==> src/sdp_wdma_consts.svh <==
// ==========================================================================
// widths and counts for the SDP write-DMA input stage
// the beat router decode assumes exactly four FIFOs and a beat of two
// FIFO words; changing these alone does not re-route the data
// ==========================================================================
`ifndef SDP_WDMA_CONSTS_SVH
`define SDP_WDMA_CONSTS_SVH

// data path widths
`define SDP_WDMA_BEAT_W 256
`define SDP_WDMA_FIFO_W 128
`define SDP_WDMA_NUM_FIFO 4
`define SDP_WDMA_FP16_LANES 16

// span size and beat counter width
`define SDP_WDMA_SPAN_W 14

// status counter
`define SDP_WDMA_NAN_CNT_W 32
`define SDP_WDMA_FP16_EXP_ALL_ONES 5'h1f

`endif

==> src/sdp_wdma_pkg.sv <==
// ==========================================================================
// shared types of the SDP write-DMA input stage
// out_prec_e keeps the register field encoding, value 3 is reserved
// ==========================================================================
`default_nettype none

`include "sdp_wdma_consts.svh"

package sdp_wdma_pkg;

  // output precision, same code as the register field
  typedef enum logic [1:0] {
    out_prec_int8  = 2'd0,
    out_prec_int16 = 2'd1,
    out_prec_fp16  = 2'd2
  } out_prec_e;

  // one IEEE half precision word
  typedef struct packed {
    logic       sign;
    logic [4:0] expo;
    logic [9:0] mant;
  } fp16_t;

  // one result beat, seen as bytes for routing or as fp16 lanes
  typedef union packed {
    logic [`SDP_WDMA_BEAT_W/8-1:0][7:0] bytes;
    fp16_t [`SDP_WDMA_FP16_LANES-1:0]   lanes;
  } wdma_beat_u;

endpackage

`default_nettype wire

==> src/sdp_wdma_dfifo_if.sv <==
// ==========================================================================
// write side of the four data FIFOs, one valid/ready/word per channel
// channel k always belongs to FIFO k
// ==========================================================================
`timescale 1ns/1ps
`default_nettype none

`include "sdp_wdma_consts.svh"

interface sdp_wdma_dfifo_if;

  logic [`SDP_WDMA_NUM_FIFO-1:0]                      pvld;
  logic [`SDP_WDMA_NUM_FIFO-1:0]                      prdy;
  logic [`SDP_WDMA_NUM_FIFO-1:0][`SDP_WDMA_FIFO_W-1:0] pd;

  // router pushes words, FIFOs answer with ready
  modport router (
    output pvld,
    output pd,
    input  prdy
  );

  modport fifo (
    input  pvld,
    input  pd,
    output prdy
  );

endinterface

`default_nettype wire

==> src/sdp_wdma_span_ctrl.sv <==
// ==========================================================================
// span command holder and beat counter
// a span is cmd_size+1 beats; the command is popped by its last beat,
// so a new one can be taken in that same cycle
// the data source must not send beats before their command
// ==========================================================================
`timescale 1ns/1ps
`default_nettype none

`include "sdp_wdma_consts.svh"

module sdp_wdma_span_ctrl (
  input  logic                        nvdla_core_clk,
  input  logic                        nvdla_core_rstn,
  input  logic                        cmd_pvld,
  output logic                        cmd_prdy,
  input  logic [`SDP_WDMA_SPAN_W-1:0] cmd_size,
  input  logic                        dp_valid,
  input  logic                        beat_accept,
  output logic [`SDP_WDMA_SPAN_W-1:0] beat_count
);

  logic                        span_vld;
  logic [`SDP_WDMA_SPAN_W-1:0] span_size;
  logic                        last_beat;

  assign last_beat = (beat_count == span_size);

  // free, or freed by the last beat of the span
  assign cmd_prdy = !span_vld || (beat_accept && last_beat);

  always_ff @(posedge nvdla_core_clk or negedge nvdla_core_rstn) begin
    if (!nvdla_core_rstn) begin
      span_vld <= 1'b0;
    end else if (cmd_prdy) begin
      span_vld <= cmd_pvld;
    end
  end

  always_ff @(posedge nvdla_core_clk) begin
    if (cmd_pvld && cmd_prdy) begin
      span_size <= cmd_size;
    end
  end

  // beat position inside the span, back to 0 after the last one
  always_ff @(posedge nvdla_core_clk or negedge nvdla_core_rstn) begin
    if (!nvdla_core_rstn) begin
      beat_count <= '0;
    end else if (beat_accept) begin
      if (last_beat) begin
        beat_count <= '0;
      end else begin
        beat_count <= beat_count + 1'b1;
      end
    end
  end

  // ==========================================================================
  // protocol checks
  // ==========================================================================
  // the data path runs ahead of the command path otherwise
  a_data_after_cmd : assert property (
    @(posedge nvdla_core_clk) disable iff (!nvdla_core_rstn)
    dp_valid |-> span_vld
  );

  a_cmd_size_known : assert property (
    @(posedge nvdla_core_clk) disable iff (!nvdla_core_rstn)
    (cmd_pvld && cmd_prdy) |-> !$isunknown(cmd_size)
  );

endmodule

`default_nettype wire

==> src/sdp_wdma_beat_router.sv <==
// ==========================================================================
// steers each result beat into the data FIFOs by its beat position
// int8: low half to FIFO (beat mod 4)
// int16/fp16: even beats to FIFOs 0/1, odd beats to 2/3, low then high
// a beat is pushed only when every FIFO it needs is ready
// ==========================================================================
`timescale 1ns/1ps
`default_nettype none

`include "sdp_wdma_consts.svh"

module sdp_wdma_beat_router (
  input  logic                         dp_valid,
  input  sdp_wdma_pkg::wdma_beat_u     dp_pd,
  output logic                         dp_ready,
  input  sdp_wdma_pkg::out_prec_e      out_precision,
  input  logic [`SDP_WDMA_SPAN_W-1:0]  beat_count,
  output logic                         beat_accept,
  sdp_wdma_dfifo_if.router             wr
);

  localparam int NF = `SDP_WDMA_NUM_FIFO;
  // bytes in one FIFO word
  localparam int HB = `SDP_WDMA_FIFO_W / 8;

  logic          do_8;
  logic [NF-1:0] wr_en;
  logic [NF-1:0] fifo_rdy;

  assign do_8 = (out_precision == sdp_wdma_pkg::out_prec_int8);

  // per-FIFO enable from the low beat count bits
  always_comb begin
    for (int k = 0; k < NF; k++) begin
      if (do_8) begin
        wr_en[k] = (beat_count[1:0] == 2'(k));
      end else begin
        wr_en[k] = (beat_count[0] == 1'(k >> 1));
      end
    end
  end

  // odd FIFOs take the high half in 16-bit mode
  always_comb begin
    for (int k = 0; k < NF; k++) begin
      if (!do_8 && (k % 2 == 1)) begin
        wr.pd[k] = dp_pd.bytes[2*HB-1:HB];
      end else begin
        wr.pd[k] = dp_pd.bytes[HB-1:0];
      end
    end
  end

  // unused FIFOs do not hold the beat back
  assign fifo_rdy = wr.prdy | ~wr_en;
  assign dp_ready = &fifo_rdy;

  // a FIFO pair is written together or not at all
  assign wr.pvld    = {NF{dp_valid & dp_ready}} & wr_en;
  assign beat_accept = dp_valid & dp_ready;

  // int8 spreads one word per beat, never two
  always_comb begin
    if (dp_valid === 1'b1 && do_8 === 1'b1) begin
      a_int8_one_fifo : assert final ($onehot(wr_en));
    end
  end

endmodule

`default_nettype wire

==> src/sdp_wdma_dfifo.sv <==
// ==========================================================================
// two-entry data FIFO with valid/ready on both sides
// a write shows at the read side one cycle later; wr_prdy depends only
// on the fill level, never on wr_pvld
// ==========================================================================
`timescale 1ns/1ps
`default_nettype none

`include "sdp_wdma_consts.svh"

module sdp_wdma_dfifo (
  input  logic                        nvdla_core_clk,
  input  logic                        nvdla_core_rstn,
  input  logic                        wr_pvld,
  output logic                        wr_prdy,
  input  logic [`SDP_WDMA_FIFO_W-1:0] wr_pd,
  output logic                        rd_pvld,
  input  logic                        rd_prdy,
  output logic [`SDP_WDMA_FIFO_W-1:0] rd_pd
);

  logic [`SDP_WDMA_FIFO_W-1:0] mem [2];
  logic                        wr_ptr;
  logic                        rd_ptr;
  logic [1:0]                  fill;
  logic                        wr_en;
  logic                        rd_en;

  assign wr_prdy = (fill != 2'd2);
  assign rd_pvld = (fill != 2'd0);
  assign rd_pd   = mem[rd_ptr];

  assign wr_en = wr_pvld & wr_prdy;
  assign rd_en = rd_pvld & rd_prdy;

  always_ff @(posedge nvdla_core_clk) begin
    if (wr_en) begin
      mem[wr_ptr] <= wr_pd;
    end
  end

  always_ff @(posedge nvdla_core_clk or negedge nvdla_core_rstn) begin
    if (!nvdla_core_rstn) begin
      wr_ptr <= 1'b0;
      rd_ptr <= 1'b0;
      fill   <= 2'd0;
    end else begin
      if (wr_en) begin
        wr_ptr <= ~wr_ptr;
      end
      if (rd_en) begin
        rd_ptr <= ~rd_ptr;
      end
      // simultaneous push and pop keeps the level
      case ({wr_en, rd_en})
        2'b10:   fill <= fill + 2'd1;
        2'b01:   fill <= fill - 2'd1;
        default: fill <= fill;
      endcase
    end
  end

endmodule

`default_nettype wire

==> src/sdp_wdma_nan_counter.sv <==
// ==========================================================================
// fp16 NaN lane counter for the status register
// counts only accepted beats while the output precision is fp16
// saturates at all ones; op_load clears it and wins over a count
// ==========================================================================
`timescale 1ns/1ps
`default_nettype none

`include "sdp_wdma_consts.svh"

module sdp_wdma_nan_counter (
  input  logic                           nvdla_core_clk,
  input  logic                           nvdla_core_rstn,
  input  logic                           op_load,
  input  sdp_wdma_pkg::out_prec_e        out_precision,
  input  sdp_wdma_pkg::wdma_beat_u       dp_pd,
  input  logic                           beat_accept,
  output logic [`SDP_WDMA_NAN_CNT_W-1:0] nan_output_num
);

  localparam int LANES = `SDP_WDMA_FP16_LANES;
  localparam int CNT_W = `SDP_WDMA_NAN_CNT_W;
  localparam int SUM_W = $clog2(LANES + 1);

  logic [LANES-1:0] lane_nan;
  logic [SUM_W-1:0] nan_num;
  logic [CNT_W:0]   cnt_sum;
  logic             cnt_en;

  // all-ones exponent with a nonzero mantissa, infinities excluded
  always_comb begin
    for (int i = 0; i < LANES; i++) begin
      lane_nan[i] = (dp_pd.lanes[i].expo == `SDP_WDMA_FP16_EXP_ALL_ONES) &&
                    (dp_pd.lanes[i].mant != '0);
    end
  end

  always_comb begin
    nan_num = '0;
    for (int i = 0; i < LANES; i++) begin
      nan_num = nan_num + SUM_W'(lane_nan[i]);
    end
  end

  assign cnt_en  = beat_accept && (out_precision == sdp_wdma_pkg::out_prec_fp16) && |lane_nan;
  assign cnt_sum = {1'b0, nan_output_num} + (CNT_W + 1)'(nan_num);

  always_ff @(posedge nvdla_core_clk or negedge nvdla_core_rstn) begin
    if (!nvdla_core_rstn) begin
      nan_output_num <= '0;
    end else if (op_load) begin
      nan_output_num <= '0;
    end else if (cnt_en) begin
      nan_output_num <= cnt_sum[CNT_W] ? '1 : cnt_sum[CNT_W-1:0];
    end
  end

  // only op_load may take the count down, wrap included
  a_cnt_monotonic : assert property (
    @(posedge nvdla_core_clk) disable iff (!nvdla_core_rstn)
    !op_load |=> nan_output_num >= $past(nan_output_num)
  );

endmodule

`default_nettype wire

==> src/sdp_wdma_dat_in.sv <==
// ==========================================================================
// SDP write-DMA data input stage, top level
// command and data arrive on separate valid/ready ports; data of a span
// must follow its command. Words leave on four FIFO read channels
// out_precision and the command stay stable while a span is in flight
// ==========================================================================
`timescale 1ns/1ps
`default_nettype none

`include "sdp_wdma_consts.svh"

module sdp_wdma_dat_in (
  input  logic                           nvdla_core_clk,
  input  logic                           nvdla_core_rstn,
  input  logic                           cmd_pvld,
  output logic                           cmd_prdy,
  input  logic [`SDP_WDMA_SPAN_W-1:0]    cmd_size,
  input  logic                           dp_valid,
  output logic                           dp_ready,
  input  logic [`SDP_WDMA_BEAT_W-1:0]    dp_pd,
  output logic                           dfifo0_rd_pvld,
  input  logic                           dfifo0_rd_prdy,
  output logic [`SDP_WDMA_FIFO_W-1:0]    dfifo0_rd_pd,
  output logic                           dfifo1_rd_pvld,
  input  logic                           dfifo1_rd_prdy,
  output logic [`SDP_WDMA_FIFO_W-1:0]    dfifo1_rd_pd,
  output logic                           dfifo2_rd_pvld,
  input  logic                           dfifo2_rd_prdy,
  output logic [`SDP_WDMA_FIFO_W-1:0]    dfifo2_rd_pd,
  output logic                           dfifo3_rd_pvld,
  input  logic                           dfifo3_rd_prdy,
  output logic [`SDP_WDMA_FIFO_W-1:0]    dfifo3_rd_pd,
  input  logic [1:0]                     out_precision,
  input  logic                           op_load,
  output logic [`SDP_WDMA_NAN_CNT_W-1:0] nan_output_num
);

  logic [`SDP_WDMA_SPAN_W-1:0] beat_count;
  logic                        beat_accept;
  sdp_wdma_pkg::out_prec_e     out_prec;

  // register field code to enum
  assign out_prec = sdp_wdma_pkg::out_prec_e'(out_precision);

  sdp_wdma_dfifo_if i_dfifo_if ();

  sdp_wdma_span_ctrl i_span_ctrl (
    .nvdla_core_clk  (nvdla_core_clk),
    .nvdla_core_rstn (nvdla_core_rstn),
    .cmd_pvld        (cmd_pvld),
    .cmd_prdy        (cmd_prdy),
    .cmd_size        (cmd_size),
    .dp_valid        (dp_valid),
    .beat_accept     (beat_accept),
    .beat_count      (beat_count)
  );

  sdp_wdma_beat_router i_beat_router (
    .dp_valid      (dp_valid),
    .dp_pd         (dp_pd),
    .dp_ready      (dp_ready),
    .out_precision (out_prec),
    .beat_count    (beat_count),
    .beat_accept   (beat_accept),
    .wr            (i_dfifo_if.router)
  );

  // ==========================================================================
  // data FIFOs, channel k of the interface feeds FIFO k
  // ==========================================================================
  sdp_wdma_dfifo i_dfifo0 (
    .nvdla_core_clk  (nvdla_core_clk),
    .nvdla_core_rstn (nvdla_core_rstn),
    .wr_pvld         (i_dfifo_if.pvld[0]),
    .wr_prdy         (i_dfifo_if.prdy[0]),
    .wr_pd           (i_dfifo_if.pd[0]),
    .rd_pvld         (dfifo0_rd_pvld),
    .rd_prdy         (dfifo0_rd_prdy),
    .rd_pd           (dfifo0_rd_pd)
  );

  sdp_wdma_dfifo i_dfifo1 (
    .nvdla_core_clk  (nvdla_core_clk),
    .nvdla_core_rstn (nvdla_core_rstn),
    .wr_pvld         (i_dfifo_if.pvld[1]),
    .wr_prdy         (i_dfifo_if.prdy[1]),
    .wr_pd           (i_dfifo_if.pd[1]),
    .rd_pvld         (dfifo1_rd_pvld),
    .rd_prdy         (dfifo1_rd_prdy),
    .rd_pd           (dfifo1_rd_pd)
  );

  sdp_wdma_dfifo i_dfifo2 (
    .nvdla_core_clk  (nvdla_core_clk),
    .nvdla_core_rstn (nvdla_core_rstn),
    .wr_pvld         (i_dfifo_if.pvld[2]),
    .wr_prdy         (i_dfifo_if.prdy[2]),
    .wr_pd           (i_dfifo_if.pd[2]),
    .rd_pvld         (dfifo2_rd_pvld),
    .rd_prdy         (dfifo2_rd_prdy),
    .rd_pd           (dfifo2_rd_pd)
  );

  sdp_wdma_dfifo i_dfifo3 (
    .nvdla_core_clk  (nvdla_core_clk),
    .nvdla_core_rstn (nvdla_core_rstn),
    .wr_pvld         (i_dfifo_if.pvld[3]),
    .wr_prdy         (i_dfifo_if.prdy[3]),
    .wr_pd           (i_dfifo_if.pd[3]),
    .rd_pvld         (dfifo3_rd_pvld),
    .rd_prdy         (dfifo3_rd_prdy),
    .rd_pd           (dfifo3_rd_pd)
  );

  sdp_wdma_nan_counter i_nan_counter (
    .nvdla_core_clk  (nvdla_core_clk),
    .nvdla_core_rstn (nvdla_core_rstn),
    .op_load         (op_load),
    .out_precision   (out_prec),
    .dp_pd           (dp_pd),
    .beat_accept     (beat_accept),
    .nan_output_num  (nan_output_num)
  );

endmodule

`default_nettype wire

==> config.mk <==
export PLATFORM = sky130hd
export DESIGN_NAME = sdp_wdma_dat_in
export DESIGN_NICKNAME = d
export VERILOG_FILES = /design/src/sdp_wdma_pkg.sv /design/src/sdp_wdma_dfifo_if.sv /design/src/sdp_wdma_span_ctrl.sv /design/src/sdp_wdma_beat_router.sv /design/src/sdp_wdma_dfifo.sv /design/src/sdp_wdma_nan_counter.sv /design/src/sdp_wdma_dat_in.sv
export VERILOG_INCLUDE_DIRS = /design/src
export SDC_FILE = /design/constraint.sdc
export NUM_CORES = 1
export LEC_CHECK = 0
export ABC_AREA = 1
export ABC_CLOCK_PERIOD_IN_PS = 7680
export BUFFER_PORTS_ARGS = -buffer_cell sky130_fd_sc_hd__buf_2
export CORE_AREA = 2 2 321 323
export DETAILED_ROUTE_END_ITERATION = 12
export DIE_AREA = 0 0 323 325
export GPL_TIMING_DRIVEN = 0
export PLACE_DENSITY = 0.77
export REMOVE_ABC_BUFFERS = 1
export SLEW_MARGIN = 20
export SYNTH_ARGS = -nofsm -noshare
export SYNTH_HDL_FRONTEND = slang
export SYNTH_SLANG_ARGS = --single-unit
==> constraint.sdc <==
create_clock -name nvdla_core_clk -period 7.68 [get_ports nvdla_core_clk]
set_clock_uncertainty 0.1 [all_clocks]
set_input_delay 0.768 -clock nvdla_core_clk [delete_from_list [all_inputs] [get_ports nvdla_core_clk]]
set_output_delay 0.768 -clock nvdla_core_clk [all_outputs]
set_load 0.01 [all_outputs]
==> flow_metrics.tcl <==
set metrics [dict create \
    routed-via-count 33300 \
    area_delta_synth_final_pct 23.7 \
    p_switching_mw 7.47 \
    drt-vias-per-instance 5.28 \
    worstPathCellList "buf_2, or4_1, o21a_1, inv_1, ha_1, inv_1, fa_1, fa_1, fa_1, inv_1, fa_1, fa_1, inv_1, fa_1, fa_1, inv_1, nand3_1, nand3_1, nand2_1, nand2_1, nand3_2, nand3_1, nand4_1, nand2_1" \
    slew_viol_final 0 \
    number_of_antenna_violations_at_the_first_check_in_global_routing 16 \
    cts_root_buf "sky130_fd_sc_hd__clkbuf_16" \
    initial_core_util_pct 44.2 \
    synth-seq-area-share_pct 73.2 \
    setup.worst_path.class "input pin to register" \
    drtIter0Drc 3596 \
    grt_start_max_net_pins 87 \
    cts.clk_slew.worst_paths_ns 0.06 \
    cts_setup_buffers 0 \
    timing.critical_path.slowest_stage_cell "sky130_fd_sc_hd__or4_1" \
    hp-class "input pin to register" \
    fin_crit_ns 6.94 \
    grt_usage_pct 25.8 \
    grt_setup_unrepaired "false" \
    routed_length_per_instance_um 22.0 \
    place.gp.congestion 0.880 \
    post-dp-hpwl_mm 96.4 \
    ys.warnings.count 0 \
    yosys_most_used_dff "sky130_fd_sc_hd__edfxtp_1" \
    worst_slack_ns 0.738 \
    drc 0 \
    seq_area_um2 32800 \
    timing.final.crit_share_pct 90.4 \
    yosys.cell_types.count 35 \
    floorplan.die_area_um2 105000 \
    chipHeight_um 325 \
    most_repeated_library_cell_on_the_critical_path "sky130_fd_sc_hd__fa_1" \
    count_of_h_tree_levels_built_during_cts 3 \
    synth-edff-count 1038 \
    met3WireLength_mm 14.6 \
    fp.coreArea_um2 101000 \
    synth-seq-cells 1101 \
    num-nets-final 5153 \
    cts_tree "yes" \
    irDropWorstVdd_mv 0.318 \
    run_status "finished, final reports clean" \
    crit_path_max_incr_delay_ns 0.69 \
    die_w_um 323 \
    placement.io_buffers 830 \
    first_global_vias 32100 \
    ctsLongestPathBuffers 3 \
    finalSetupViolCount 0 \
    p_seq_share_pct 40.0 \
    post_route_cells_drive_above_1_share_pct 22.5 \
    io_pins 831 \
    timing.final.hold_violations 0 \
    firstDrtPassIters 7 \
    cts_bufs_inserted 110 \
    grt_first_pass_wirelength_mm 201 \
    max-cap-violations 0 \
    start_kind "input pin" \
    cp_max_fo 32 \
    max_clock_freq_mhz 144 \
    area_of_the_multi_input_gates_um2 10900 \
    p_comb_share_pct 33.3 \
    drt_wl_total_mm 139 \
    fp-row-count 117 \
    p_per_area_nw_per_um2 370 \
    netlist_area_um2 44700 \
    worst-endpoint-arrival_ns 7.47 \
    worstPathRequired_ns 8.20 \
    postSynthAreaPerCell_um2 11.2 \
    power.share.clock_pct 26.7 \
    internal_power_mw 13.0 \
    postSynthCellCount 3989 \
    netSwitchingFraction_pct 36.4 \
    power.leakage_nw 23.8 \
    num-fill-cells 8247 \
    slew_headroom_pct 30.4 \
    ys_top_cells_by_area "sky130_fd_sc_hd__edfxtp_1, sky130_fd_sc_hd__nand2_1, sky130_fd_sc_hd__dfrtp_1, sky130_fd_sc_hd__nand3_1, sky130_fd_sc_hd__inv_1" \
    drtAntennaViolNets 0 \
    worst_pin_slew_ns 1.04 \
    routed.top_layer "met5" \
    met2_wl_mm 65.6 \
    synthDominantCellAreaShare_pct 69.7 \
    utilization_pct 54.6 \
    clock_latency_ns 0.70 \
    globalRoute.totalOverflow 0 \
    preCtsSetupSlack_ns 0.0942 \
    cts_resized 0 \
    timing.critical_path.to_type "register" \
    postCtsHoldBufs 1 \
    ys_async_sr_fraction_pct 5.72 \
    drt-met1-wl_mm 50.0 \
    clock_sink_count 1101 \
    area_leader_netlist "sky130_fd_sc_hd__edfxtp_1" \
]
routing by layer:
metal,global-route usage (%),vias to the layer above
li1,-,15000
met1,31.3,15800
met2,41.7,2079
met3,6.32,430
met4,15.2,14
met5,0,-
flip-flops by register name (all words and copies together), names as in the netlist, 2 cells and up:
register                      flops
i_dfifo2.mem                    256
i_span_ctrl.span_size            14
i_dfifo3.fill                     2
i_dfifo1.mem                    256
i_span_ctrl.beat_count           14
i_dfifo0.fill                     2
i_dfifo3.mem                    256
i_dfifo0.mem                    256
i_nan_counter.nan_output_num     32
i_dfifo1.fill                     2
i_dfifo2.fill                     2
cell type report:
cell class	instances	area share, %
flip-flops and latches	1101	59.2
multi-input cells	2576	19.6
repair buffers	901	10.4
clock buffers	129	5.14
well taps	1368	3.09
clock inverters	75	1.45
inverters	151	1.08
diodes	9	0.0407
worst paths after layout:
| check | start | end | slack (ns) | cells after the start |
|---|---|---|---|---|
| max in group asynchronous | nvdla_core_rstn | i_dfifo3.rd_ptr$_DFFE_PN0P_ | 6.51 | 3 |
| min in group asynchronous | nvdla_core_rstn | i_dfifo0.fill[0]$_DFFE_PN0P_ | 0.39 | 2 |
| worst min-delay path | cmd_size[1] | i_span_ctrl.span_size[1]$_DFFE_PP_ | 0.15 | 1 |
| worst max register to register | i_span_ctrl.beat_count[0]$_DFFE_PN0P_ | i_dfifo0.mem[0][120]$_DFFE_PP_ | 3.66 | 14 |
| worst min register to register | i_dfifo0.fill[0]$_DFFE_PN0P_ | i_dfifo0.fill[0]$_DFFE_PN0P_ | 0.41 | 1 |
| worst max-delay path | dp_pd[7] | i_nan_counter.nan_output_num[22]$_DFFE_PN0P_ | 0.74 | 24 |
layout by cell type (no fill, tap or decap), types with 4 or more instances in the layout:
master and n:
sky130_fd_sc_hd__nand2_1 2056, sky130_fd_sc_hd__edfxtp_1 1038, sky130_fd_sc_hd__buf_2 829, sky130_fd_sc_hd__inv_1 142
sky130_fd_sc_hd__nor2_1 122, sky130_fd_sc_hd__nand3_1 120, sky130_fd_sc_hd__clkbuf_16 111, sky130_fd_sc_hd__o21ai_0 65
sky130_fd_sc_hd__dfrtp_1 59, sky130_fd_sc_hd__nand4_1 58, sky130_fd_sc_hd__buf_12 44, sky130_fd_sc_hd__clkinv_2 27
sky130_fd_sc_hd__buf_16 25, sky130_fd_sc_hd__xor2_1 23, sky130_fd_sc_hd__ha_1 20, sky130_fd_sc_hd__clkinv_1 19
sky130_fd_sc_hd__clkbuf_1 18, sky130_fd_sc_hd__bufinv_16 15, sky130_fd_sc_hd__a21oi_1 13, sky130_fd_sc_hd__nor3_1 13
sky130_fd_sc_hd__xnor2_1 13, sky130_fd_sc_hd__or2_2 12, sky130_fd_sc_hd__fa_1 11, sky130_fd_sc_hd__nor2_4 10
sky130_fd_sc_hd__diode_2 9, sky130_fd_sc_hd__nand3b_1 7, sky130_fd_sc_hd__o21ai_1 6, sky130_fd_sc_hd__inv_8 6
sky130_fd_sc_hd__nor4_1 6, sky130_fd_sc_hd__inv_2 5, sky130_fd_sc_hd__o21a_1 4, sky130_fd_sc_hd__clkinvlp_4 4
sky130_fd_sc_hd__dfrtp_4 4
cells by family after synthesis:
family                     share of synthesized area, %
AOI/OAI and AO/OA                                  1.08
and+or+nand+nor                                    21.3
buffers and inverters                              2.72
adders and majority gates                          1.05
xor gates and xnor gates                          0.705
DFF                                                73.2
synth_stat cells, drive strengths merged, types with 14 or more instances:
| cell type | count |
|---|---|
| nand3 | 122 |
| a21oi | 14 |
| nand4 | 58 |
| dfrtp | 63 |
| edfxtp | 1038 |
| o21ai | 71 |
| clkbuf | 119 |
| xor2 | 23 |
| ha | 20 |
| nor2 | 134 |
| nand2 | 2059 |
| buf | 42 |
| inv | 151 |
power groups by stage:
stage | registers, mW | clock network, mW | logic, mW
6_report | 8.20 | 5.47 | 6.83
5_1_grt | 8.28 | 5.76 | 7.31
4_1_cts | 8.20 | 5.54 | 6.81
3_5_place_dp | 8.32 | 0 | 6.78
3_3_place_gp | 9.12 | 0 | 6.15
2_1_floorplan | 8.53 | 0 | 3.17
stage by stage:
stage	instances	cell area, µm²	power, mW	hold WS (ns)	TNS [ns]
2_1_floorplan	3828	44100	11.7	0.372	-1906.23
6_report	6310	55400	20.5	0.149	0
5_1_grt	6308	55400	21.3	0.108	0
4_1_cts	6301	55300	20.5	0.0785	0
3_5_place_dp	6096	51700	15.1	0.400	0
3_3_place_gp	6026	50000	15.3	0.375	-
critical path: cells and delay by family:
family | cells | cell delay, ns
adder cells (fa/ha/maj) | 8 | 3.33
AND/OR/NAND/NOR | 9 | 2.46
buffers and inverters | 6 | 0.59
AO/OA/AOI/OAI | 1 | 0.32
Power figures use the tool's default switching activity.
